## config.mk

```make
export PLATFORM = sky130hd
export DESIGN_NAME = irq_encoder
export DESIGN_NICKNAME = d
export VERILOG_FILES = /design/src/rtl/core_region_pkg.sv /design/src/rtl/irq_encoder.sv
export SDC_FILE = /design/constraint.sdc
export NUM_CORES = 1
export LEC_CHECK = 0
export BUFFER_PORTS_ARGS = -buffer_cell sky130_fd_sc_hd__buf_2
export CAP_MARGIN = 0
export CORE_AREA = 3 3 40 42
export DETAILED_ROUTE_END_ITERATION = 10
export DIE_AREA = 0 0 43 45
export PLACE_DENSITY = 0.74
export SLEW_MARGIN = 30
export SYNTH_ARGS = -nofsm -noshare
export SYNTH_HDL_FRONTEND = slang
export SYNTH_SLANG_ARGS = --single-unit
```

## constraint.sdc

```tcl
create_clock -name vclk -period 4.4
set_clock_uncertainty 0.15 [all_clocks]
set_input_delay 0.88 -clock vclk [all_inputs]
set_output_delay 0.88 -clock vclk [all_outputs]
set_load 0.1 [all_outputs]
```

## src/rtl/core_region_pkg.sv

```systemverilog
/*
  Shared widths and types for the core region data side.
  Addresses with upper twelve bits equal to LOCAL_REGION map to the data RAM.
  Only the low 15 bits of a local address are decoded, so the RAM aliases in that window.
*/
`default_nettype none

package core_region_pkg;

  // upper address bits that select the local data RAM
  localparam logic [11:0] LOCAL_REGION = 12'h001;

  localparam int DATA_RAM_BYTES = 32768;
  localparam int RAM_WIDTH      = 64;
  localparam int RAM_STRB       = RAM_WIDTH / 8;
  localparam int RAM_DEPTH      = DATA_RAM_BYTES / RAM_STRB;

  // core side, 32 bit
  typedef logic [31:0] bus_addr_t;
  typedef logic [31:0] bus_data_t;
  typedef logic [3:0]  bus_be_t;

  // RAM side, 64 bit words
  typedef logic [RAM_WIDTH-1:0]         ram_data_t;
  typedef logic [RAM_STRB-1:0]          ram_be_t;
  typedef logic [$clog2(RAM_DEPTH)-1:0] ram_addr_t;

  // interrupts
  typedef logic [31:0] irq_vec_t;
  typedef logic [4:0]  irq_id_t;

  // source of the next load/store response
  typedef enum logic [0:0] {
    SRC_EXT = 1'b0,
    SRC_RAM = 1'b1
  } lsu_src_e;

endpackage

`default_nettype wire

```

## src/rtl/irq_encoder.sv

```systemverilog
/*
  Priority encoder for the interrupt lines. The highest set index wins.
  Index is zero when no line is set.
*/
`timescale 1ns/1ps
`default_nettype none

module irq_encoder (
  input  core_region_pkg::irq_vec_t irq_i,
  output logic                      irq_o,
  output core_region_pkg::irq_id_t  irq_id_o
);

  assign irq_o = |irq_i;

  // later iterations override, so the top index is kept
  always_comb begin
    irq_id_o = '0;
    for (int i = 0; i < $bits(core_region_pkg::irq_vec_t); i++) begin
      if (irq_i[i]) begin
        irq_id_o = core_region_pkg::irq_id_t'(i);
      end
    end
  end

endmodule

`default_nettype wire

```

After elaboration in Yosys (flattened, before gate mapping)
Cells that the tools add are included.
Storage, ports and cells
  memories: 0
  ROM bits: 0
  output and inout port bits: 6
  memory bits (writable): 0
  bits in latches: 0
  register bits: 0
  logic and storage cells: 32
  input port bits: 32
Cells by class
  order comparisons: 0
  reduce and logical (&&, ||, !) cells: 1
  add/sub/neg operators: 0
  shift operators: 0
  div/mod/pow operators: 0
  bitwise gates (word level): 0
  multiplexer cells: 31
  $mul: 0
  equality and inequality tests: 0
Operators by type and width (count)
  5-bit two-way mux: 30
  32-bit OR reduction: 1
  1-bit two-way mux: 1

Logic depth before layout (Yosys ltp)
  depth in word-level cells: 31
  depth in mapped cells: 5
  gate-level depth less buffers: 5

Least setup slack after synthesis
OpenSTA, ideal clock, no wires.
  path type: input-to-output
  from: input port irq_i[12]
  to: output port irq_id_o[0]
  stages: 5
  data required time: 3.370 ns
  slack: 0.154 ns
  path buffers: 0
  data arrival time: 3.216 ns
  path through: or3_1 a221o_1 a21oi_1 o221ai_1 a21oi_1
Between the ends
  cells in the longest elaborated chain, start to end: 20
Ends and longest elaborated chain
  start, declared: RTL line irq_encoder.sv:9  | input core_region_pkg::irq_vec_t irq_i,
  5-bit two-way mux (20 in series): RTL line irq_encoder.sv:20  | if (irq_i[i]) begin
  end, declared: RTL line irq_encoder.sv:11  | output core_region_pkg::irq_id_t irq_id_o
Every way passes these cells.

Final worst setup path
Ends and elaborated chain as after synthesis.

==> results.cfg <==
[sta]
worstMarginPinSlew_ps = 489
hold_viol = 0
max-slew-margin-rel = 0.676
setup_violations = 0
post-route-min-period_ps = 3480
setup_slack_ps = 919
rsz0062_at_grt = no
finalMaxSlewViolations = 0
max_freq_mhz = 287
setup_tns_ps = 0
hold_slack_ps = 2140
min_period_over_period = 0.791

[route]
drt.antenna.violating_nets = 0
vias = 607
firstDrtPassIters = 4
routed_wl_mm = 1.20
via_per_inst = 5.28
wl_per_cell_um = 10.5
first_iter_violations = 13
drc = 0

[synthesis]
synth_cells = 62
syn-num-nets = 94
synth_area_um2 = 367
synthTopCellsByArea = nor2_1 (14%), a21oi_1 (8.2%), nor3_1 (6.8%)
yosysSeqAreaShare = 0
postSynthAreaPerCell_um2 = 5.91
yosysUniqueCellTypes = 25
synth.yosys.warnings = 0
synth_top_area_cell = nor2_1
ys_top_cells_by_count = nor2_1 (14), a21oi_1 (6), inv_1 (6)
post-synth-top-count-cell = nor2_1
synth_top_area_share = 0.143

[worst_setup_path]
arrival_ps = 2450
endpoint_kind = primary output
criticalPathCategory = in -> out
critical_path.cell_chain = buf_2 > or3_1 > a221o_1 > a21oi_1 > o221ai_1 > a21oi_1 > buf_2
cp_top_family = compound AO/OA/AOI/OAI gates
critPathMaxStageDelay_ps = 440
path_buf_inv = 2
cp-start-kind = input port
crit_fanout = 3
critPathSlowestCell = buf_2
worstPathRequired_ps = 3370

[power]
worst_ir_drop_vdd_mv = 0.0389
power_leakage_nw = 0.255
powerDensity_mw_per_mm2 = 90.3

[finish]
area_delta_synth_final_pct = 57.0
fin_cells = 115
final_util = 0.448
drive_gt1_frac = 0.420
nets = 134
antenna_cells = 0
clkbuf_count = 0
seq_cells = 0
seq_area_um2 = 0

[run_status]
status = completed

[global_routing]
grt_max_degree = 6
grt.overflow.total = 0
antenna_found_initial = 0
grtUsageTotal = 0.126
grt_pass1_vias = 518
grt_pass1_wl_mm = 2.00

[floorplan]
fp.coreArea_mm2 = 0.00128
die-area_mm2 = 0.00194
start_util = 0.285
rows = 13
pin_count = 38
die_h_um = 45
die_w_um = 43

[placed_design]
globalplace.congestion = 0.738
port_buffers = 38
place_ws_ps = 919
hpwl_mm = 1.10
dp_cells = 115

[hold_path]
min_path_type = in -> out

[clock_tree]
post_cts_buffers = 0
postCtsHoldBufs = 0
ctsResizeCount = 0

[job]
maxCapViolations = 0
==> per-stage QoR <==
step / area (µm²) / total power (W)
4_1_cts: 576 / 0.0000520
3_5_place_dp: 576 / 0.0000518
2_1_floorplan: 367 / 0.0000256
3_3_place_gp: 576 / 0.0000511
6_report: 576 / 0.0000520
5_1_grt: 576 / 0.0000575
==> cell usage in the layout (no fill, tap or decap), drive strengths merged <==
cell type and n:
a21boi 2, o311ai 1, a31o 1, o31ai 1
o211ai 1, and3 1, or3 1, nand2 3
o221ai 1, a21oi 6, nor2 14, or4 3
a221o 2, nor4 6, nand2b 1, inv 6
o21bai 1, nand3 2, buf 38, o21ai 4
nor3 5
==> logic make-up after synthesis <==
group	count (synthesis)	synth area share
buffers and inverters	6	0.0614
AND/OR/NAND/NOR	36	0.573
AO/OA/AOI/OAI	20	0.365
==> cell type report <==
| class | instances | area (µm²) |
|---|---|---|
| multi-input cells | 56 | 344 |
| repair buffers | 38 | 190 |
| inverters | 6 | 22.5 |
| well taps | 15 | 18.8 |
| fillers | 135 | 709 |
==> final timing paths <==
kind	start	endpoint	slack (ps)	cells after the start
worst max-delay path	irq_i[12]	irq_id_o[0]	920	7
worst min-delay path	irq_i[25]	irq_id_o[2]	2140	5
==> metal layers <==
metal | global-route usage | up-vias | part of all wire
met5 | 0 | - | 0
met4 | 0 | 0 | 0
met3 | 0.0199 | 0 | 0.085
met2 | 0.246 | 19 | 0.49
met1 | 0.155 | 271 | 0.43
li1 | - | 317 | -
==> power by group <==
| part | internal [W] | switching [W] |
|---|---|---|
| logic | 0.0000192 | 0.0000327 |
| clock network | 0 | 0 |
| registers | 0 | 0 |
==> worst min-delay path: stages <==
cell	delay, ps
buf_2	110
nor2_1	40
nand2_1	40
o21ai_1	50
buf_2	280
(Power assumes the default switching activity.)
