`src/rtl/core_region_pkg.sv`:
```
/*
  Shared widths and types for the core region data side.
  Addresses with upper twelve bits equal to LOCAL_REGION map to the data RAM.
  Only the low 15 bits of a local address are decoded, so the RAM aliases in that window.
*/
`default_nettype none

package core_region_pkg;

  // upper address bits that select the local data RAM
  localparam logic [11:0] LOCAL_REGION = 12'h001;

  localparam int DATA_RAM_BYTES = 32768;
  localparam int RAM_WIDTH      = 64;
  localparam int RAM_STRB       = RAM_WIDTH / 8;
  localparam int RAM_DEPTH      = DATA_RAM_BYTES / RAM_STRB;

  // core side, 32 bit
  typedef logic [31:0] bus_addr_t;
  typedef logic [31:0] bus_data_t;
  typedef logic [3:0]  bus_be_t;

  // RAM side, 64 bit words
  typedef logic [RAM_WIDTH-1:0]         ram_data_t;
  typedef logic [RAM_STRB-1:0]          ram_be_t;
  typedef logic [$clog2(RAM_DEPTH)-1:0] ram_addr_t;

  // interrupts
  typedef logic [31:0] irq_vec_t;
  typedef logic [4:0]  irq_id_t;

  // source of the next load/store response
  typedef enum logic [0:0] {
    SRC_EXT = 1'b0,
    SRC_RAM = 1'b1
  } lsu_src_e;

endpackage

`default_nettype wire

```
`src/rtl/ram_port_mux.sv`:
```
/*
  Shares the 64-bit data RAM between the memory port and the 32-bit core port.
  The memory port always wins and has no grant. Its read data is the RAM output
  one cycle after the request. Core accesses stall while mem_req_i is high.
*/
`timescale 1ns/1ps
`default_nettype none

module ram_port_mux (
  input  wire                        clk,
  input  wire                        rst_n,

  input  wire                        mem_req_i,
  input  core_region_pkg::ram_addr_t mem_addr_i,
  input  wire                        mem_we_i,
  input  core_region_pkg::ram_be_t   mem_be_i,
  input  core_region_pkg::ram_data_t mem_wdata_i,
  output core_region_pkg::ram_data_t mem_rdata_o,

  input  wire                        core_req_i,
  input  core_region_pkg::bus_addr_t core_addr_i,
  input  wire                        core_we_i,
  input  core_region_pkg::bus_be_t   core_be_i,
  input  core_region_pkg::bus_data_t core_wdata_i,
  output logic                       core_gnt_o,
  output logic                       core_rvalid_o,
  output core_region_pkg::bus_data_t core_rdata_o,

  output logic                       ram_en_o,
  output core_region_pkg::ram_addr_t ram_addr_o,
  output logic                       ram_we_o,
  output core_region_pkg::ram_be_t   ram_be_o,
  output core_region_pkg::ram_data_t ram_wdata_o,
  input  core_region_pkg::ram_data_t ram_rdata_i
);

  core_region_pkg::ram_addr_t core_word;
  logic                       core_lane;
  core_region_pkg::ram_be_t   core_be_wide;
  logic                       lane_q;

  // word index from the byte address, lane bit just below it
  assign core_word = core_addr_i[$clog2(core_region_pkg::DATA_RAM_BYTES)-1:
                                 $clog2(core_region_pkg::RAM_STRB)];
  assign core_lane = core_addr_i[$clog2(core_region_pkg::RAM_STRB)-1];

  // byte enables shifted into the selected half
  assign core_be_wide = core_lane ? {core_be_i, 4'b0000} : {4'b0000, core_be_i};

  assign core_gnt_o = core_req_i & ~mem_req_i;

  always_comb begin
    if (mem_req_i) begin
      ram_en_o    = 1'b1;
      ram_addr_o  = mem_addr_i;
      ram_we_o    = mem_we_i;
      ram_be_o    = mem_be_i;
      ram_wdata_o = mem_wdata_i;
    end else begin
      ram_en_o    = core_req_i;
      ram_addr_o  = core_word;
      ram_we_o    = core_we_i;
      ram_be_o    = core_be_wide;
      // same word on both halves, the enables pick one
      ram_wdata_o = {core_wdata_i, core_wdata_i};
    end
  end

  always_ff @(posedge clk or negedge rst_n) begin
    if (!rst_n) begin
      core_rvalid_o <= 1'b0;
    end else begin
      core_rvalid_o <= core_gnt_o;
    end
  end

  // lane of the access in flight
  always_ff @(posedge clk) begin
    if (core_gnt_o) begin
      lane_q <= core_lane;
    end
  end

  assign core_rdata_o = lane_q ? ram_rdata_i[63:32] : ram_rdata_i[31:0];
  assign mem_rdata_o  = ram_rdata_i;

endmodule

`default_nettype wire

```
`config.mk`:
```
export PLATFORM = sky130hd
export DESIGN_NAME = ram_port_mux
export DESIGN_NICKNAME = d
export VERILOG_FILES = /design/src/rtl/core_region_pkg.sv /design/src/rtl/ram_port_mux.sv
export SDC_FILE = /design/constraint.sdc
export NUM_CORES = 1
export LEC_CHECK = 0
export BUFFER_PORTS_ARGS = -buffer_cell sky130_fd_sc_hd__buf_2
export CORE_AREA = 4 4 156 158
export DETAILED_ROUTE_END_ITERATION = 8
export DIE_AREA = 0 0 160 162
export GPL_TIMING_DRIVEN = 0
export PLACE_DENSITY = 0.4
export SLEW_MARGIN = 5
export SYNTH_ARGS = -nofsm -noshare
export SYNTH_HDL_FRONTEND = slang
export SYNTH_SLANG_ARGS = --single-unit
export TNS_END_PERCENT = 50
```
`constraint.sdc`:
```
create_clock -name clk -period 1.52 [get_ports clk]
set_input_delay 0.152 -clock clk [delete_from_list [all_inputs] [get_ports clk]]
set_output_delay 0.152 -clock clk [all_outputs]
set_load 0.1 [all_outputs]
```
# Word level (Yosys, flattened, before mapping)
# Index checks and enable logic that the tools add are counted.
# totals
regBits	2
input_bits	222
output_inout_bits	184
# op_classes
mux	7
n_bitwise	2
# ops
op	n
64-bit two-way mux	1
32-bit two-way mux	1
8-bit two-way mux	2
12-bit two-way mux	1
1-bit two-way mux	2
1-bit bitwise AND	1
1-bit NOT	1

# Depth between registers and ports, before layout
# Gate-level depths: netlist (run 1).
# logic_depth
word_depth	2
ltp_mapped	5

# Least setup slack after synthesis (run 1)
# OpenSTA, ideal clock, no wires.
# synth_timing
path_kind	input to output
start	input port mem_req_i
end	output port ram_be_o[1]
arrival_ns	2.640
setup_slack_ns	-1.272
cell_stages	4
path_buffers	3
path_cell_list	buf_6 > buf_6 > buf_6 > o21ai_0
# synth_via
elab_chain_len	1
# synth_rtl
item	line	source
start, declared	ram_port_mux.sv:13	input wire mem_req_i,
8-bit two-way mux	ram_port_mux.sv:53	if (mem_req_i) begin
end, declared	ram_port_mux.sv:32	output core_region_pkg::ram_be_t ram_be_o,
# No other way between the ends.

# Worst setup path after layout (run 1)
# layout_timing
start	register lane_q
end	output port core_rdata_o[19]
# layout_via
elab_chain_len	1
# layout_rtl
item	line	source
start, declared	ram_port_mux.sv:40	logic lane_q;
start signal, assigned	ram_port_mux.sv:80	lane_q <= core_lane;
32-bit two-way mux	ram_port_mux.sv:84	assign core_rdata_o = lane_q ? ram_rdata_i[63:32] : ram_rdata_i[31:0];
end, declared	ram_port_mux.sv:27	output core_region_pkg::bus_data_t core_rdata_o,
# No other way between the ends.

==> impl_metrics.tcl, run 1 <==
set metrics [dict create \
    status "finished, violations left" \
    failed_checks "setup timing" \
    post-place-cells 980 \
    p_leak_uw 0.00283 \
    num-nets-final 918 \
    crit_arrival_ns 1.39 \
    routed_wl_um 13200 \
    p_sw_frac 0.711 \
    gr-total-overflow 0 \
    dieArea_um2 25900 \
    worst_pin_slew_ns 0.534 \
    fin_cells 985 \
    place_area_um2 4290 \
    path_clk_slew_ns 0.03 \
    p_int_uw 1260 \
    synthDistinctLibCells 16 \
    start_kind "flop" \
    drv_slew 0 \
    io_pins 406 \
    track_usage 0.0895 \
    multi_input_area_um2 1310 \
    synthCells 305 \
    setup_violations 22 \
    n_antenna_cell 0 \
    fillers 2636 \
    dp_hpwl_um 11900 \
    core_um2 23100 \
    area_growth_pct 134 \
    comb_power_share 0.891 \
    rsz0062_at_grt "true" \
    rows 56 \
    cp.required_ns 1.37 \
    ir_worst_vdd_v 0.000307 \
    h-tree-depth 1 \
    synth.avg_cell_area_um2 6.54 \
    drcViolationCount 0 \
    drt-initial-drc-count 70 \
    postCtsSetupBuffers 0 \
    p_switching_uw 3100 \
    cts_root_buf "clkbuf_16" \
    synth-seq-cells 2 \
    vias 3389 \
    vias_per_cell 3.44 \
    finalHoldViolCount 0 \
    initial_core_util 0.0863 \
    synth_nets 527 \
    cts_buffer_depth 2 \
    min_period_ns 1.54 \
    min_path_type "primary input to flop" \
    drt_pass1_iterations 4 \
    cts.sinks 2 \
    crit_path_end_kind "primary output" \
    fin_area_um2 4680 \
    ant_nets 0 \
    clock_power_share 0.095 \
    cts_tree "done" \
    yosys_warnings 0 \
    die_y_um 162 \
    wl_per_cell_um 13.4 \
    fmax_mhz 649 \
    cap_violations 0 \
    numCtsBuffers 3 \
    antenna_found_initial 1 \
    p_per_area_nw_per_um2 930 \
    netlist_area_um2 2000 \
    grt_max_degree 11 \
    cp_max_fo 10 \
    grt_pass1_vias 3547 \
    relSlewSlack 0.647 \
    place_congestion 0.748 \
    finalWorstSetupSlack_ns -0.0208 \
    grt_pass1_wl_um 18700 \
    drive_gt1_frac 0.742 \
    finalCritPeriodShare 1.01 \
    fp.dieW_um 160 \
    critPathKind "flop to primary output" \
    final.setup.tns_ns -0.212 \
    numPortBuffers 385 \
    p_seq_frac 0.014 \
    seqCellArea_um2 55.1 \
    seq_area_frac_synth 0.0276 \
]
routing by layer:
layer / share of wire / GRT usage / vias to the layer above
met4: 0.0094 / 0.0133 / 0
met1: 0.35 / 0.0936 / 1456
li1: - / - / 1677
met3: 0.095 / 0.0203 / 10
met5: 0 / 0 / -
met2: 0.54 / 0.183 / 246
area by class of cell:
class	instances	share of cell area
multi-input cells	221	0.281
flip-flops and latches	2	0.0118
well taps	290	0.0775
plain buffers	82	0.139
repair buffers	386	0.474
clock buffers	4	0.0168
synthesized netlist by cell type:
cell type / n / area, um2
mux2_4: 4 / 60.1
nand2_1: 131 / 492
nand2b_1: 33 / 206
edfxtp_1: 1 / 30.0
or2_2: 1 / 6.26
buf_6: 8 / 90.1
buf_2: 2 / 10.0
nor2b_1: 1 / 6.26
nor2_1: 1 / 3.75
nor2b_2: 1 / 8.76
dfrtp_1: 1 / 25.0
a22o_1: 6 / 52.6
clkbuf_1: 2 / 7.51
o21ai_0: 2 / 10.0
mux2_2: 41 / 462
buf_4: 70 / 526
layout by cell type, fill, tap and decap left out:
cell / n
edfxtp_1: 1
clkbuf_1: 3
nor2b_2: 2
dfrtp_1: 1
buf_2: 341
mux2_2: 40
dlygate4sd3_1: 1
buf_8: 5
nand2_1: 131
or2_2: 1
buf_12: 6
buf_4: 73
o21ai_1: 2
nor2_1: 1
clkbuf_4: 13
mux2_4: 5
nand2b_1: 33
a22o_1: 6
clkbuf_16: 3
buf_6: 27
path summary, 6_finish.rpt:
path / start / cells after the start / to
worst max-delay path: lane_q$_DFFE_PP_ / 4 / core_rdata_o[19]
worst min-delay path: core_req_i / 2 / core_rvalid_o$_DFF_PN0_
max in group asynchronous: rst_n / 2 / core_rvalid_o$_DFF_PN0_
min in group asynchronous: rst_n / 2 / core_rvalid_o$_DFF_PN0_
kinds of logic (layout without fill, tap and decap cells):
logic type	count (synthesis)	count (layout)	synth area share
AO/OA/AOI/OAI	8	8	0.0313
buffers and inverters	82	472	0.317
flip-flops	2	2	0.0276
multiplexers	45	45	0.261
AND/OR/NAND/NOR	168	168	0.362
stage by stage:
step / power [uW] / hold WS, ns / util / setup slack [ns]
after global placement: 3810 / -0.0690 / 0.185 / -0.0304
after global routing: 4500 / 0.258 / 0.202 / -0.0687
after detailed placement: 3800 / -0.0659 / 0.185 / -0.0467
after floorplan: 3100 / -0.144 / - / -0.512
final: 4350 / 0.241 / 0.202 / -0.0208
after CTS: 4350 / 0.236 / 0.199 / -0.0449
flip-flops by register name, indices dropped and copies added, names as in the netlist:
name / count
core_rvalid_o: 1
lane_q: 1
timing repair:
action,4_1_cts,5_1_grt
resized for setup,70,24
hold buffers,1,0
hold endpoints to repair,1,0
pin swaps,0,0
setup endpoints to repair,33,43
power groups by stage:
| stage | clock network [uW] | registers (uW) | logic [uW] |
|---|---|---|---|
| global placement | 0 | 62.4 | 3750 |
| detailed placement | 0 | 62.5 | 3740 |
| CTS | 422 | 61.9 | 3870 |
| global route | 427 | 62.2 | 4010 |
| finish | 412 | 61.8 | 3880 |
| floorplan | 0 | 72.7 | 3030 |
critical path: stages (launching register included):
cell and delay (ns):
edfxtp_1 0.33, buf_6 0.14, buf_8 0.15, mux2_2 0.35, buf_6 0.19
No activity file was read; power rests on OpenSTA's default activity.
==> run 2, diff against run 1 <==
--- a/config.mk
+++ b/config.mk
@@ -5,12 +5,13 @@
 export SDC_FILE = /design/constraint.sdc
 export NUM_CORES = 1
 export LEC_CHECK = 0
+export ABC_AREA = 0
 export BUFFER_PORTS_ARGS = -buffer_cell sky130_fd_sc_hd__buf_2
-export CORE_AREA = 4 4 156 158
+export CORE_AREA = 4 4 158 160
 export DETAILED_ROUTE_END_ITERATION = 8
-export DIE_AREA = 0 0 160 162
+export DIE_AREA = 0 0 162 164
 export GPL_TIMING_DRIVEN = 0
-export PLACE_DENSITY = 0.4
+export PLACE_DENSITY = 0.39
 export SLEW_MARGIN = 5
 export SYNTH_ARGS = -nofsm -noshare
 export SYNTH_HDL_FRONTEND = slang
==> constraint.sdc (replaced) <==
create_clock -name clk -period 1.6 [get_ports clk]
set_input_delay 0.16 -clock clk [delete_from_list [all_inputs] [get_ports clk]]
set_output_delay 0.16 -clock clk [all_outputs]
set_load 0.1 [all_outputs]
==> impl_metrics.tcl, run 2 (same netlist as run 1, synthesis figures left out) <==
set metrics [dict create \
    fillers 2692 \
    p_leak_uw 0.00280 \
    crit_chain "buf_6, buf_6, mux2_2, buf_6" \
    drt-initial-drc-count 69 \
    finalPower_uw 4100 \
    rsz0062_at_grt "true" \
    crit_path_end_kind "primary output" \
    finalHoldViolCount 0 \
    place_congestion 0.729 \
    track_usage 0.0943 \
    cts_buffer_depth 2 \
    drive_gt1_frac 0.742 \
    crit_path_max_incr_delay_ns 0.37 \
    min_period_ns 1.56 \
    die_y_um 164 \
    grt_pass1_vias 3542 \
    cpLargestDelayFamily "buffers and inverters" \
    relSlewSlack 0.649 \
    cts_root_buf "clkbuf_16" \
    num-nets-final 918 \
    status "completed" \
    vias 3398 \
    dp_hpwl_um 13100 \
    ant_nets 0 \
    routed_wl_um 14300 \
    dieArea_um2 26600 \
    p_per_area_nw_per_um2 887 \
    fmax_mhz 643 \
    ir_worst_vdd_v 0.000295 \
    finalCritPeriodShare 0.972 \
    vias_per_cell 3.35 \
    drv_slew 0 \
    wl_per_cell_um 14.1 \
    setup_violations 0 \
    worst_pin_slew_ns 0.530 \
    cpMostUsedCell "buf_6" \
    fin_util 0.197 \
    final_cell_mix "buf_2 (352), nand2_1 (131), buf_4 (71)" \
    initial_core_util 0.0853 \
    cp_max_fo 10 \
    cp.required_ns 1.44 \
    grt_pass1_wl_um 19500 \
    cts.sinks 2 \
    numCtsBuffers 3 \
    drcViolationCount 0 \
    critPathKind "flop to primary output" \
    min_path_type "primary input to flop" \
    path_buf_inv 3 \
    cts_tree "done" \
    numPortBuffers 385 \
    gr-total-overflow 0 \
    fin_area_um2 4620 \
    min_from "core_addr_i[2]" \
    h-tree-depth 1 \
    postCtsSetupBuffers 0 \
    cap_violations 0 \
    antenna_found_initial 4 \
    rows 56 \
    reg_top3 "core_rvalid_o: 1 flops, lane_q: 1 flops" \
    drt_pass1_iterations 4 \
    io_pins 406 \
    final_common_cell "buf_2" \
    start_kind "flop" \
    core_um2 23400 \
    place_area_um2 4320 \
    grt_max_degree 11 \
    area_growth_pct 131 \
    crit_arrival_ns 1.40 \
    slowest_stage "mux2_2" \
    fp.dieW_um 162 \
    path_clk_slew_ns 0.03 \
    cp-startpoint "lane_q$_DFFE_PP_" \
]
## run 2: changes by cell type in the layout (fill, tap and decap cells not counted)
cell,change
buf_2,+11
buf_6,+10
clkbuf_4,-9
buf_12,-6
buf_8,-4
buf_4,-2
diode_2,+1
mux2_2,+1
mux2_4,-1
## run 2: layout make-up
class                   instances  area [um2]  area share
diodes                          1        2.50    0.000542
flip-flops and latches          2        55.1      0.0119
repair buffers                386        2140       0.463
clock buffers                   4        78.8      0.0171
well taps                     319         399      0.0864
plain buffers                  82         637       0.138
multi-input cells             221        1310       0.284
## run 2: final timing paths
| kind | end | slack [ns] | cells past startpoint |
|---|---|---|---|
| min in group asynchronous | core_rvalid_o$_DFF_PN0_ | 0.30 | 2 |
| max in group asynchronous | core_rvalid_o$_DFF_PN0_ | 1.21 | 2 |
| worst max-delay path | core_rdata_o[28] | 0.04 | 4 |
| worst min-delay path | lane_q$_DFFE_PP_ | 0.25 | 1 |
## run 2: layer usage
layer / up-vias / share of wire / track usage
met4: 4 / 0.0096 / 0.0108
met1: 1452 / 0.34 / 0.0943
met5: - / 0.0024 / 0
li1: 1682 / - / -
met2: 248 / 0.54 / 0.197
met3: 12 / 0.11 / 0.0256
## run 2: power by group
part	internal, uW	leakage, uW	total [uW]	switching [uW]
combinational	766	0.00274	3650	2890
clock	328	0.0000382	387	59.3
sequential	57.8	0.0000223	58.6	0.832
## run 2: what timing repair did
item                                    CTS  global route
endpoints found under the hold margin     1             0
gates resized for setup                  33            33
hold buffers                              1             0
cloned                                    0             0
endpoints found under the setup margin   31            32
## run 2: per-stage QoR
stage,instances,setup WS [ns],setup TNS (ns),hold slack (ns)
6_report,1015,0.0440,0,0.250
3_5_place_dp,1009,-0.00627,-0.00627,-0.0561
4_1_cts,1014,0.00183,0,0.254
2_1_floorplan,305,-0.448,-0.963,-0.136
5_1_grt,1014,-0.00561,-0.0100,0.268
3_3_place_gp,1009,0.00129,0,-0.0616
