`src/rtl/core_region_pkg.sv`:
```
/*
  Shared widths and types for the core region data side.
  Addresses with upper twelve bits equal to LOCAL_REGION map to the data RAM.
  Only the low 15 bits of a local address are decoded, so the RAM aliases in that window.
*/
`default_nettype none

package core_region_pkg;

  // upper address bits that select the local data RAM
  localparam logic [11:0] LOCAL_REGION = 12'h001;

  localparam int DATA_RAM_BYTES = 32768;
  localparam int RAM_WIDTH      = 64;
  localparam int RAM_STRB       = RAM_WIDTH / 8;
  localparam int RAM_DEPTH      = DATA_RAM_BYTES / RAM_STRB;

  // core side, 32 bit
  typedef logic [31:0] bus_addr_t;
  typedef logic [31:0] bus_data_t;
  typedef logic [3:0]  bus_be_t;

  // RAM side, 64 bit words
  typedef logic [RAM_WIDTH-1:0]         ram_data_t;
  typedef logic [RAM_STRB-1:0]          ram_be_t;
  typedef logic [$clog2(RAM_DEPTH)-1:0] ram_addr_t;

  // interrupts
  typedef logic [31:0] irq_vec_t;
  typedef logic [4:0]  irq_id_t;

  // source of the next load/store response
  typedef enum logic [0:0] {
    SRC_EXT = 1'b0,
    SRC_RAM = 1'b1
  } lsu_src_e;

endpackage

`default_nettype wire

```
`src/rtl/lsu_router.sv`:
```
/*
  Splits core load/store requests between the local RAM and the external bus.
  Response steering follows the last granted target only. The core must not
  switch targets while an external response is still outstanding.
*/
`timescale 1ns/1ps
`default_nettype none

module lsu_router (
  input  wire                        clk,
  input  wire                        rst_n,

  input  wire                        lsu_req_i,
  input  core_region_pkg::bus_addr_t lsu_addr_i,
  input  wire                        lsu_we_i,
  input  core_region_pkg::bus_be_t   lsu_be_i,
  input  core_region_pkg::bus_data_t lsu_wdata_i,
  output logic                       lsu_gnt_o,
  output logic                       lsu_rvalid_o,
  output core_region_pkg::bus_data_t lsu_rdata_o,

  output logic                       ext_req_o,
  output core_region_pkg::bus_addr_t ext_addr_o,
  output logic                       ext_we_o,
  output core_region_pkg::bus_be_t   ext_be_o,
  output core_region_pkg::bus_data_t ext_wdata_o,
  input  wire                        ext_gnt_i,
  input  wire                        ext_rvalid_i,
  input  core_region_pkg::bus_data_t ext_rdata_i,

  output logic                       ram_req_o,
  input  wire                        ram_gnt_i,
  input  wire                        ram_rvalid_i,
  input  core_region_pkg::bus_data_t ram_rdata_i
);

  logic                      is_local;
  core_region_pkg::lsu_src_e src_d;
  core_region_pkg::lsu_src_e src_q;

  // region decode on the upper twelve bits
  assign is_local  = (lsu_addr_i[31:20] == core_region_pkg::LOCAL_REGION);
  assign ext_req_o = lsu_req_i & ~is_local;
  assign ram_req_o = lsu_req_i &  is_local;

  // request fields go to the bus unchanged
  assign ext_addr_o  = lsu_addr_i;
  assign ext_we_o    = lsu_we_i;
  assign ext_be_o    = lsu_be_i;
  assign ext_wdata_o = lsu_wdata_i;

  always_comb begin
    lsu_gnt_o = 1'b0;
    src_d     = src_q;
    if (ext_req_o) begin
      lsu_gnt_o = ext_gnt_i;
      src_d     = core_region_pkg::SRC_EXT;
    end else if (ram_req_o) begin
      lsu_gnt_o = ram_gnt_i;
      src_d     = core_region_pkg::SRC_RAM;
    end
  end

  // remember where the granted request went
  always_ff @(posedge clk or negedge rst_n) begin
    if (!rst_n) begin
      src_q <= core_region_pkg::SRC_RAM;
    end else if (lsu_gnt_o) begin
      src_q <= src_d;
    end
  end

  // response back to the core
  assign lsu_rdata_o  = (src_q == core_region_pkg::SRC_EXT) ? ext_rdata_i : ram_rdata_i;
  assign lsu_rvalid_o = ext_rvalid_i | ram_rvalid_i;

endmodule

`default_nettype wire

```
`config.mk`:
```
export PLATFORM = sky130hd
export DESIGN_NAME = lsu_router
export DESIGN_NICKNAME = d
export VERILOG_FILES = /design/src/rtl/core_region_pkg.sv /design/src/rtl/lsu_router.sv
export SDC_FILE = /design/constraint.sdc
export NUM_CORES = 1
export LEC_CHECK = 0
export BUFFER_PORTS_ARGS = -buffer_cell sky130_fd_sc_hd__buf_2
export CORE_AREA = 2 2 94 96
export CTS_CLUSTER_DIAMETER = 120
export DETAILED_ROUTE_END_ITERATION = 10
export DIE_AREA = 0 0 96 98
export PLACE_DENSITY_LB_ADDON = 0.08
export SKIP_CTS_REPAIR_TIMING = 1
export SLEW_MARGIN = 20
export SYNTH_ARGS = -nofsm -noshare
export SYNTH_HDL_FRONTEND = slang
export SYNTH_SLANG_ARGS = --single-unit
```
`constraint.sdc`:
```
create_clock -name clk -period 1.1 [get_ports clk]
set_input_delay 0.11 -clock clk [delete_from_list [all_inputs] [get_ports clk]]
set_output_delay 0.11 -clock clk [all_outputs]
set_load 0.01 [all_outputs]
```
Word level (Yosys, flattened, before mapping). Cells that the tools add are included. Widths: inputs -> output; s select.

Register bits: 1. Bits of input ports: 140. Output and inout port bits: 105. Word-level logic and storage cells: 13.

Eq/ne operators: 1. Mux-type cells: 5. Bitwise gates (word level): 4. Reductions and logical operators: 2.

Operators with widths (count): $mux 32 (1); $eq 12x1->1 const B (1); $mux 1 (4); $and 1x1->1 (2); $reduce_and 2->1 (1); $reduce_bool 2->1 (1); $not 1->1 (1); $or 1x1->1 (1).

Depth between registers and ports, before layout. Gate-level depths: netlist of run 1.

Depth in word-level cells: 5. Mapped depth: 4. Gate-level depth less buffers: 3.

Least setup slack after synthesis of run 1. No wires, ideal clock.

Path kind: reg2out. Start: register src_q. End: output port lsu_rdata_o[15]. Data arrival time: 1.177 ns. Data required time: 0.990 ns. Setup slack: -0.187 ns. Cell stages (with the launch flop): 4. Path buffers: 2. Cells stage by stage: dfstp_2 buf_2 buf_6 mux2_1.

Longest elaborated chain between the ends: 1.

Ends and longest elaborated chain: start: declaration (line lsu_router.sv:39) `core_region_pkg::lsu_src_e src_q;`; start signal: assignment (line lsu_router.sv:67) `src_q <= core_region_pkg::SRC_RAM;`; start signal: assignment (line lsu_router.sv:69) `src_q <= src_d;`; $mux 32 (line lsu_router.sv:74) `assign lsu_rdata_o = (src_q == core_region_pkg::SRC_EXT) ? ext_rdata_i : ram_rdata_i;`; end: declaration (line lsu_router.sv:20) `output core_region_pkg::bus_data_t lsu_rdata_o,`.

No other way between the ends.

Final worst setup path of run 1.
Start: register src_q. End: output port lsu_rdata_o[23].

Same word-level chain as after synthesis.

==> results of run 1 <==
==> stage by stage <==
stage	total power, mW	utilization [%]	setup WS, ps	setup TNS (ps)
after CTS	0.457	16.9	-265	-7600
after detailed placement	0.456	16.9	-263	-7590
after floorplan	0.439	-	-108	-2960
final	0.500	18.5	-242	-6910
after global routing	0.539	18.5	-293	-8150
after global placement	0.460	16.9	-260	-7500
==> kinds of logic after synthesis <==
kind of cell	count (synthesis)	synth area share [%]
DFF	1	2.45
muxes	33	34.6
buffers and inverters	74	52.3
and+or+nand+nor	9	9.11
AOI/OAI and AO/OA	3	1.52
==> power by group <==
group	internal (mW)	leakage [nW]	switching, mW
Clock	0	0	0
Combinational	0.288	0.823	0.174
Sequential	0.0375	0.0103	0.0000144
Total	0.326	0.834	0.174
==> final timing paths <==
path / from / to / slack (ps) / cells after the start
min in group clk: lsu_wdata_i[22] / ext_wdata_o[22] / 220 / 0
worst min register to register: src_q / src_q / 700 / 3
worst max register to register: src_q / src_q / 80 / 3
worst max-delay path: src_q / lsu_rdata_o[23] / -240 / 3
max in group asynchronous: rst_n / src_q / 1030 / 1
worst min-delay path: rst_n / src_q / 50 / 1
==> metal layers <==
metal | global-route usage (%) | up-vias | routed length, um
li1 | - | 450 | -
met1 | 6.05 | 443 | 1100
met2 | 12.3 | 119 | 1970
met3 | 3.94 | 10 | 668
met4 | 0.989 | 0 | 44
met5 | 0 | - | 0
==> area by class of cell <==
class / count / area (sq um)
timing repair buffer: 133 / 805
fill: 965 / 6900
sequential: 1 / 26.3
multi-input combinational: 45 / 599
inverter: 1 / 3.75
tap: 108 / 135
==> synthesized netlist by cell type <==
library cell  count  area share [%]
dfstp_2           1             2.5
o21ai_1           1            0.47
a21oi_1           1            0.47
mux2_1            2             2.1
nor4_4            2             4.0
nand2_1           3             1.1
buf_4            69              48
nand3_2           1            0.93
buf_2             1            0.47
nor4b_4           1             2.2
mux2i_1           1            0.93
or2_2             1            0.58
inv_1             1            0.35
a31oi_1           1            0.58
nor2_1            1            0.35
mux2_2           30              32
buf_6             3             3.2
==> worst register-to-register path: stages (launching register included) <==
cell and delay [ps]:
dfstp_2 530, buf_4 220, a21oi_1 70, o21ai_1 130
==> flow_summary.yaml, run 1 <==
outcome:
  outcome: "complete, but fails checks"
  violations: "setup timing"
place:
  placed_area_sq_um: 1430
  port_buffers: 130
  dpl.hpwl_um: 3510
  dp_cells: 287
  gp_congestion: 0.633
cells_and_area:
  regMostFlops: "src_q"
  largest_register_ffs: 1
  final_nets: 322
  largestRegisters: "src_q: 1 flops"
  synthToLayoutAreaGrowth_pct: 46.5
  final_cell_mix: "buf_2 (111), mux2_4 (30), buf_6 (19), nand2_1 (3)"
  drive_gt1_share_pct: 95.6
  final_common_cell: "buf_2"
  diodes: 0
  finalNonFillerCells: 288
  stdcell_area_sq_um: 1570
detailed_routing:
  viasPerCell: 3.55
  drc: 0
  drt_iter0_drc: 6
  ant_nets: 0
  wl_per_cell_um: 13.1
  drt-total-wl_um: 3780
  vias: 1022
  first_pass_iters: 3
clocking:
  clk_latency_ps: 0
  clk_pin_slew_ps: 0
timing:
  slew-limit-headroom_pct: 81.9
  tightest_slew_ps: 270
  fin_crit_ps: 1340
  fin_skew_ps: 0
  max_freq_mhz: 745
  grt_setup_unrepaired: "true"
  drv_slew: 0
  setup_viol: 33
  fin_ws_ps: -242
  fin_crit_sh_pct: 122
  hold_viol: 0
  timing.hold.ws_ps: 46.2
setup_path:
  critPathMaxFanout: 24
  worstSetupEndpointType: "primary output"
  path_cells: "buf_12 > mux2_2 > buf_2"
  critical_path_class: "flop to primary output"
  crit_buf_inv: 2
  critPathRequiredTime_ps: 990
  slowest_delay_ps: 530
  cp_top_family: "flip-flops"
  cp.arrival_ps: 1230
  critPathLaunchType: "flop"
  cp_slowest_cell: "dfstp_2"
global_route:
  grt_pass1_vias: 1040
  grt_start_max_net_pins: 25
  grt_pass1_wl_um: 4950
  grt_use_total_pct: 6.57
  gr-total-overflow: 0
  antenna_found_initial: 0
floorplan:
  die_y_um: 98
  die_width_um: 96
  die_area_sq_um: 9410
  rows: 34
  initial_utilization_pct: 12.7
  ios: 245
  core_sq_um: 8470
pwr:
  leakagePower_nw: 0.834
  ir_drop_v: 0.000104
  power.density_nw_per_um2: 319
synth:
  mappedNetlistArea_sq_um: 1070
  ys_seq_area_share_pct: 2.45
  synth-warning-count: 0
  ys_seq_elements: 1
  syn_inst: 120
  syn-num-nets: 260
  synth.avg_cell_area_sq_um: 8.93
  synth_cell_types: 17
flow_run:
  cap_viol_max_count: 0
hold_path:
  hold_class: "input pin to asynchronous set/reset pin"
(Power assumes the default switching activity.)
==> run 2: changes to the inputs <==
clock period = 1.2 ns   (was 1.1 ns; I/O delays follow)
==> run 2 against run 1 <==
The flow still finishes with violations (setup timing). Utilization increased by 0.41 points. Routed wire length down 10%. Hold slack improved by 6.5 ps. Sequential share of layout area barely moved. Critical path type unchanged. Largest power group unchanged. Highest routed layer unchanged.
==> flow_summary.yaml, run 2 (synthesis gave the netlist of run 1 again) <==
setup_path:
  rr_endpoint: "src_q"
  critPathLaunchType: "flop"
  critPathMaxFanout: 18
  cp_top_family: "flip-flops"
  worst-path-stages: 3
  reg2regPathDepth: 3
  cp_slowest_cell: "dfstp_2"
  critPathRequiredTime_ps: 1080
  r2r_start: "src_q"
  slowest_delay_ps: 570
  crit_buf_inv: 2
  path_cells: "buf_12 > mux2_2 > buf_2"
  critical_path_class: "flop to primary output"
  rrSetupSlack_ps: 260
  cp.arrival_ps: 1250
  worstSetupEndpointType: "primary output"
flow_run:
  cap_viol_max_count: 0
timing:
  timing.hold.ws_ps: 52.7
  grt_setup_unrepaired: "true"
  setup_tns_ps: -4040
  fin_ws_ps: -167
  fin_skew_ps: 0
  fin_crit_ps: 1370
  drv_slew: 0
  fin_crit_sh_pct: 114
  hold_viol: 0
  tightest_slew_ps: 262
  slew-limit-headroom_pct: 82.4
  setup_viol: 32
  max_freq_mhz: 732
floorplan:
  ios: 245
  initial_utilization_pct: 12.7
  rows: 34
  die_area_sq_um: 9410
  core_sq_um: 8470
  die_width_um: 96
  die_y_um: 98
cells_and_area:
  final_common_cell: "buf_2"
  largest_register_ffs: 1
  drive_gt1_share_pct: 95.0
  final_nets: 323
  final_cell_mix: "buf_2 (104), buf_6 (25), mux2_4 (24), mux2_2 (8)"
  synthToLayoutAreaGrowth_pct: 49.8
  largestRegisters: "src_q: 1 flops"
  regMostFlops: "src_q"
  diodes: 0
pwr:
  swShare_pct: 33.6
  total_power_mw: 0.459
  intPower_mw: 0.305
  power_frac_comb_pct: 92.5
  ir_drop_v: 0.000143
  power.density_nw_per_um2: 286
  p_sw_mw: 0.154
  clkPwrFrac_pct: 0
  p_seq_share_pct: 7.5
  leakagePower_nw: 0.836
detailed_routing:
  first_pass_iters: 2
  wl_per_cell_um: 11.7
  ant_nets: 0
  drt-total-wl_um: 3400
  wl_met2_um: 1640
  highest_layer: "met4"
  viasPerCell: 3.51
  drt_iter0_drc: 7
  wl_met3_um: 472
  drc: 0
  vias: 1014
  met1Wirelength_um: 1230
global_route:
  grt_pass1_wl_um: 4510
  grt_pass1_vias: 917
  grt_start_max_net_pins: 19
  antenna_found_initial: 0
  gr-total-overflow: 0
  grt_use_total_pct: 5.72
place:
  port_buffers: 130
  gp_congestion: 0.680
  dpl.hpwl_um: 2860
clocking:
  clk_pin_slew_ps: 0
  clk_latency_ps: 0
hold_path:
  hold_class: "input pin to asynchronous set/reset pin"
outcome:
  violations: "setup timing"
  outcome: "complete, but fails checks"
## run 2: cell types whose count changed in the layout (fill, tap and decap cells not counted), sizes merged
cell / before / now
buf: 133 / 134
## run 2: area by class of cell
type / instances / area [sq um]
Fill cell: 963 / 6860
Inverter: 1 / 3.75
Multi-Input combinational cell: 45 / 574
Sequential cell: 1 / 26.3
Tap cell: 108 / 135
Timing Repair Buffer: 134 / 865
## run 2: worst max path at each step
stage	start	end	slack [ps]
CTS	src_q	lsu_rdata_o[7]	-180
finish	src_q	lsu_rdata_o[9]	-170
global route	src_q	lsu_rdata_o[7]	-210
global placement	src_q	lsu_rdata_o[5]	-170
detailed placement	src_q	lsu_rdata_o[7]	-180
floorplan	src_q	lsu_rdata_o[25]	-40
## run 2: through the flow
stage	instance area, sq um	utilization (%)	worst slack (ps)	instances
6_report	1600	18.9	-167	289
5_1_grt	1600	18.9	-211	289
4_1_cts	1380	16.3	-184	288
3_5_place_dp	1380	16.3	-182	288
3_3_place_gp	1380	16.3	-175	288
2_1_floorplan	1120	-	-41.4	120
## run 2: routing by layer
metal | vias to the layer above | track usage, %
met5 | - | 0
met4 | 0 | 1.32
met3 | 14 | 2.24
met2 | 103 | 9.56
met1 | 444 | 6.81
li1 | 453 | -
## run 2: power groups by stage
stage / clock network (mW) / logic, mW / registers (mW)
5_1_grt: 0 / 0.462 / 0.0344
4_1_cts: 0 / 0.351 / 0.0344
3_3_place_gp: 0 / 0.354 / 0.0344
6_report: 0 / 0.425 / 0.0344
3_5_place_dp: 0 / 0.349 / 0.0344
2_1_floorplan: 0 / 0.350 / 0.0344
==> run 3: changes to the inputs <==
ABC_AREA = 1   (was unset)
CORE_AREA = 2 2 95 97   (was 2 2 94 96)
DIE_AREA = 0 0 97 99   (was 0 0 96 98)
==> run 3 against run 2 <==
Hold slack better by 2.9 ps. Synthesized area rose by 13%. Critical endpoint is now lsu_rdata_o[2]. Maximum frequency decreased by 1.1%. The flow still finishes with violations (setup timing). Largest power group unchanged. Worst setup slack lost 15 ps.
==> flow_summary.yaml, run 3 <==
setup_path:
  critPathMaxFanout: 23
  rr_endpoint: "src_q"
  startpoint: "src_q"
  rrSetupSlack_ps: 360
  critical_path_class: "flop to primary output"
  worstSetupEndpointType: "primary output"
  endpoint: "lsu_rdata_o[2]"
  critPathRequiredTime_ps: 1080
  reg2regPathDepth: 3
  cp.arrival_ps: 1260
  r2r_start: "src_q"
  critPathLaunchType: "flop"
cells_and_area:
  finalNonFillerCells: 301
  final_common_cell: "buf_2"
  stdcell_area_sq_um: 1550
  regMostFlops: "src_q"
  final_cell_mix: "buf_2 (115), mux2_4 (29), buf_6 (16), inv_1 (8), nand2_1 (7)"
  final_nets: 335
  synthToLayoutAreaGrowth_pct: 28.2
  diodes: 0
  drive_gt1_share_pct: 90.2
  utilization_pct: 18.1
  largest_register_ffs: 1
  largestRegisters: "src_q: 1 flops"
flow_run:
  cap_viol_max_count: 0
synth:
  ys_seq_area_share_pct: 2.17
  syn-num-nets: 272
  yosys.area.top_type_share_pct: 42.8
  synth_flop_cell: "dfstp_2"
  synth_edf_count: 0
  ys_top_cells_by_count: "buf_4 (69), mux2_4 (29), inv_1 (8), nand2_1 (8)"
  synth_cell_types: 16
  ys_async_sr_fraction_pct: 100
  ys_seq_elements: 1
  yosysMostFrequentCell: "buf_4"
  syn_inst: 132
  synth.avg_cell_area_sq_um: 9.17
  synth-warning-count: 0
  mappedNetlistArea_sq_um: 1210
  synth_area_leader_cell: "buf_4"
  yosys-top-cells-area: "buf_4 (43%), mux2_4 (36%), buf_12 (5.0%), mux2_2 (2.8%), inv_1 (2.5%)"
floorplan:
  die_width_um: 97
  initial_utilization_pct: 14.1
  die_y_um: 99
  rows: 34
  die_area_sq_um: 9600
  core_sq_um: 8550
  ios: 245
global_route:
  grt_start_max_net_pins: 24
  gr-total-overflow: 0
  grt_use_total_pct: 6.79
  antenna_found_initial: 0
  grt_pass1_vias: 1007
  grt_pass1_wl_um: 5320
timing:
  max_freq_mhz: 724
  fin_ws_ps: -181
  fin_crit_sh_pct: 115
  slew-limit-headroom_pct: 87.4
  grt_setup_unrepaired: "true"
  fin_crit_ps: 1380
  setup_viol: 32
  tightest_slew_ps: 190
  fin_skew_ps: 0
  hold_viol: 0
  drv_slew: 0
detailed_routing:
  wl_per_cell_um: 12.7
  vias: 1057
  drt-total-wl_um: 3830
  ant_nets: 0
  drc: 0
  first_pass_iters: 2
  drt_iter0_drc: 9
  viasPerCell: 3.51
outcome:
  outcome: "complete, but fails checks"
  violations: "setup timing"
hold_path:
  hold_class: "input pin to asynchronous set/reset pin"
place:
  port_buffers: 130
  gp_congestion: 0.688
  dpl.hpwl_um: 3380
  placed_area_sq_um: 1450
  dp_cells: 301
pwr:
  leakagePower_nw: 0.870
  power.density_nw_per_um2: 280
  total_power_mw: 0.434
  ir_drop_v: 0.0000770
clocking:
  clk_pin_slew_ps: 0
  clk_latency_ps: 0
## run 3: cell types whose count changed after synthesis, moves of 2 or more
cell / before / now
buf_6: 3 / 1
buf_12: 0 / 3
nor4_4: 2 / 0
nor2_2: 0 / 2
nand2_1: 3 / 8
mux2_2: 30 / 3
inv_1: 1 / 8
mux2_1: 2 / 0
mux2_4: 0 / 29
## run 3: worst max-delay path, cell delays in order, from the launching register on
cell	delay, ps
dfstp_2	570
buf_12	230
mux2_4	310
buf_2	140
## run 3: layout make-up
type | count | area (sq um)
fill | 975 | 7000
inverter | 8 | 30.0
multi-input combinational | 50 | 569
sequential | 1 | 26.3
tap | 108 | 135
timing repair buffer | 134 | 791
## run 3: logic make-up after synthesis
kind of cell | Yosys count | synth area share (%)
compound gates | 1 | 0.517
buf+inv | 81 | 51.2
flops | 1 | 2.17
mux | 32 | 38.8
simple gates | 17 | 7.34
## run 3: metal layers
layer / part of all wire, % / up-vias / GRT usage, %
met2: 47 / 140 / 12.1
met3: 19 / 24 / 4.33
li1: - / 473 / -
met4: 5.2 / 0 / 3.03
met1: 29 / 420 / 6.09
met5: 0 / - / 0
## run 3: stage by stage
| stage | hold WS, ps | setup TNS (ps) | worst slack [ps] |
|---|---|---|---|
| finish | 55.6 | -4830 | -181 |
| global route | 70.7 | -6170 | -227 |
| CTS | 60.3 | -5610 | -193 |
| detailed placement | 60.0 | -5560 | -189 |
| global placement | 58.4 | -5140 | -186 |
| floorplan | -27.8 | -189 | -7.49 |
## run 3: power by group
group / total (mW) / internal, mW / switching [mW]
logic: 0.399 / 0.253 / 0.147
clock network: 0 / 0 / 0
registers: 0.0344 / 0.0344 / 0.0000238
total: 0.434 / 0.287 / 0.147
## run 3: worst min path at each step
stage | endpoint | depth (start not counted) | slack [ps]
CTS | src_q | 1 | 60
global placement | src_q | 1 | 60
global route | src_q | 1 | 70
floorplan | src_q | 0 | -30
detailed placement | src_q | 1 | 60
finish | src_q | 1 | 60
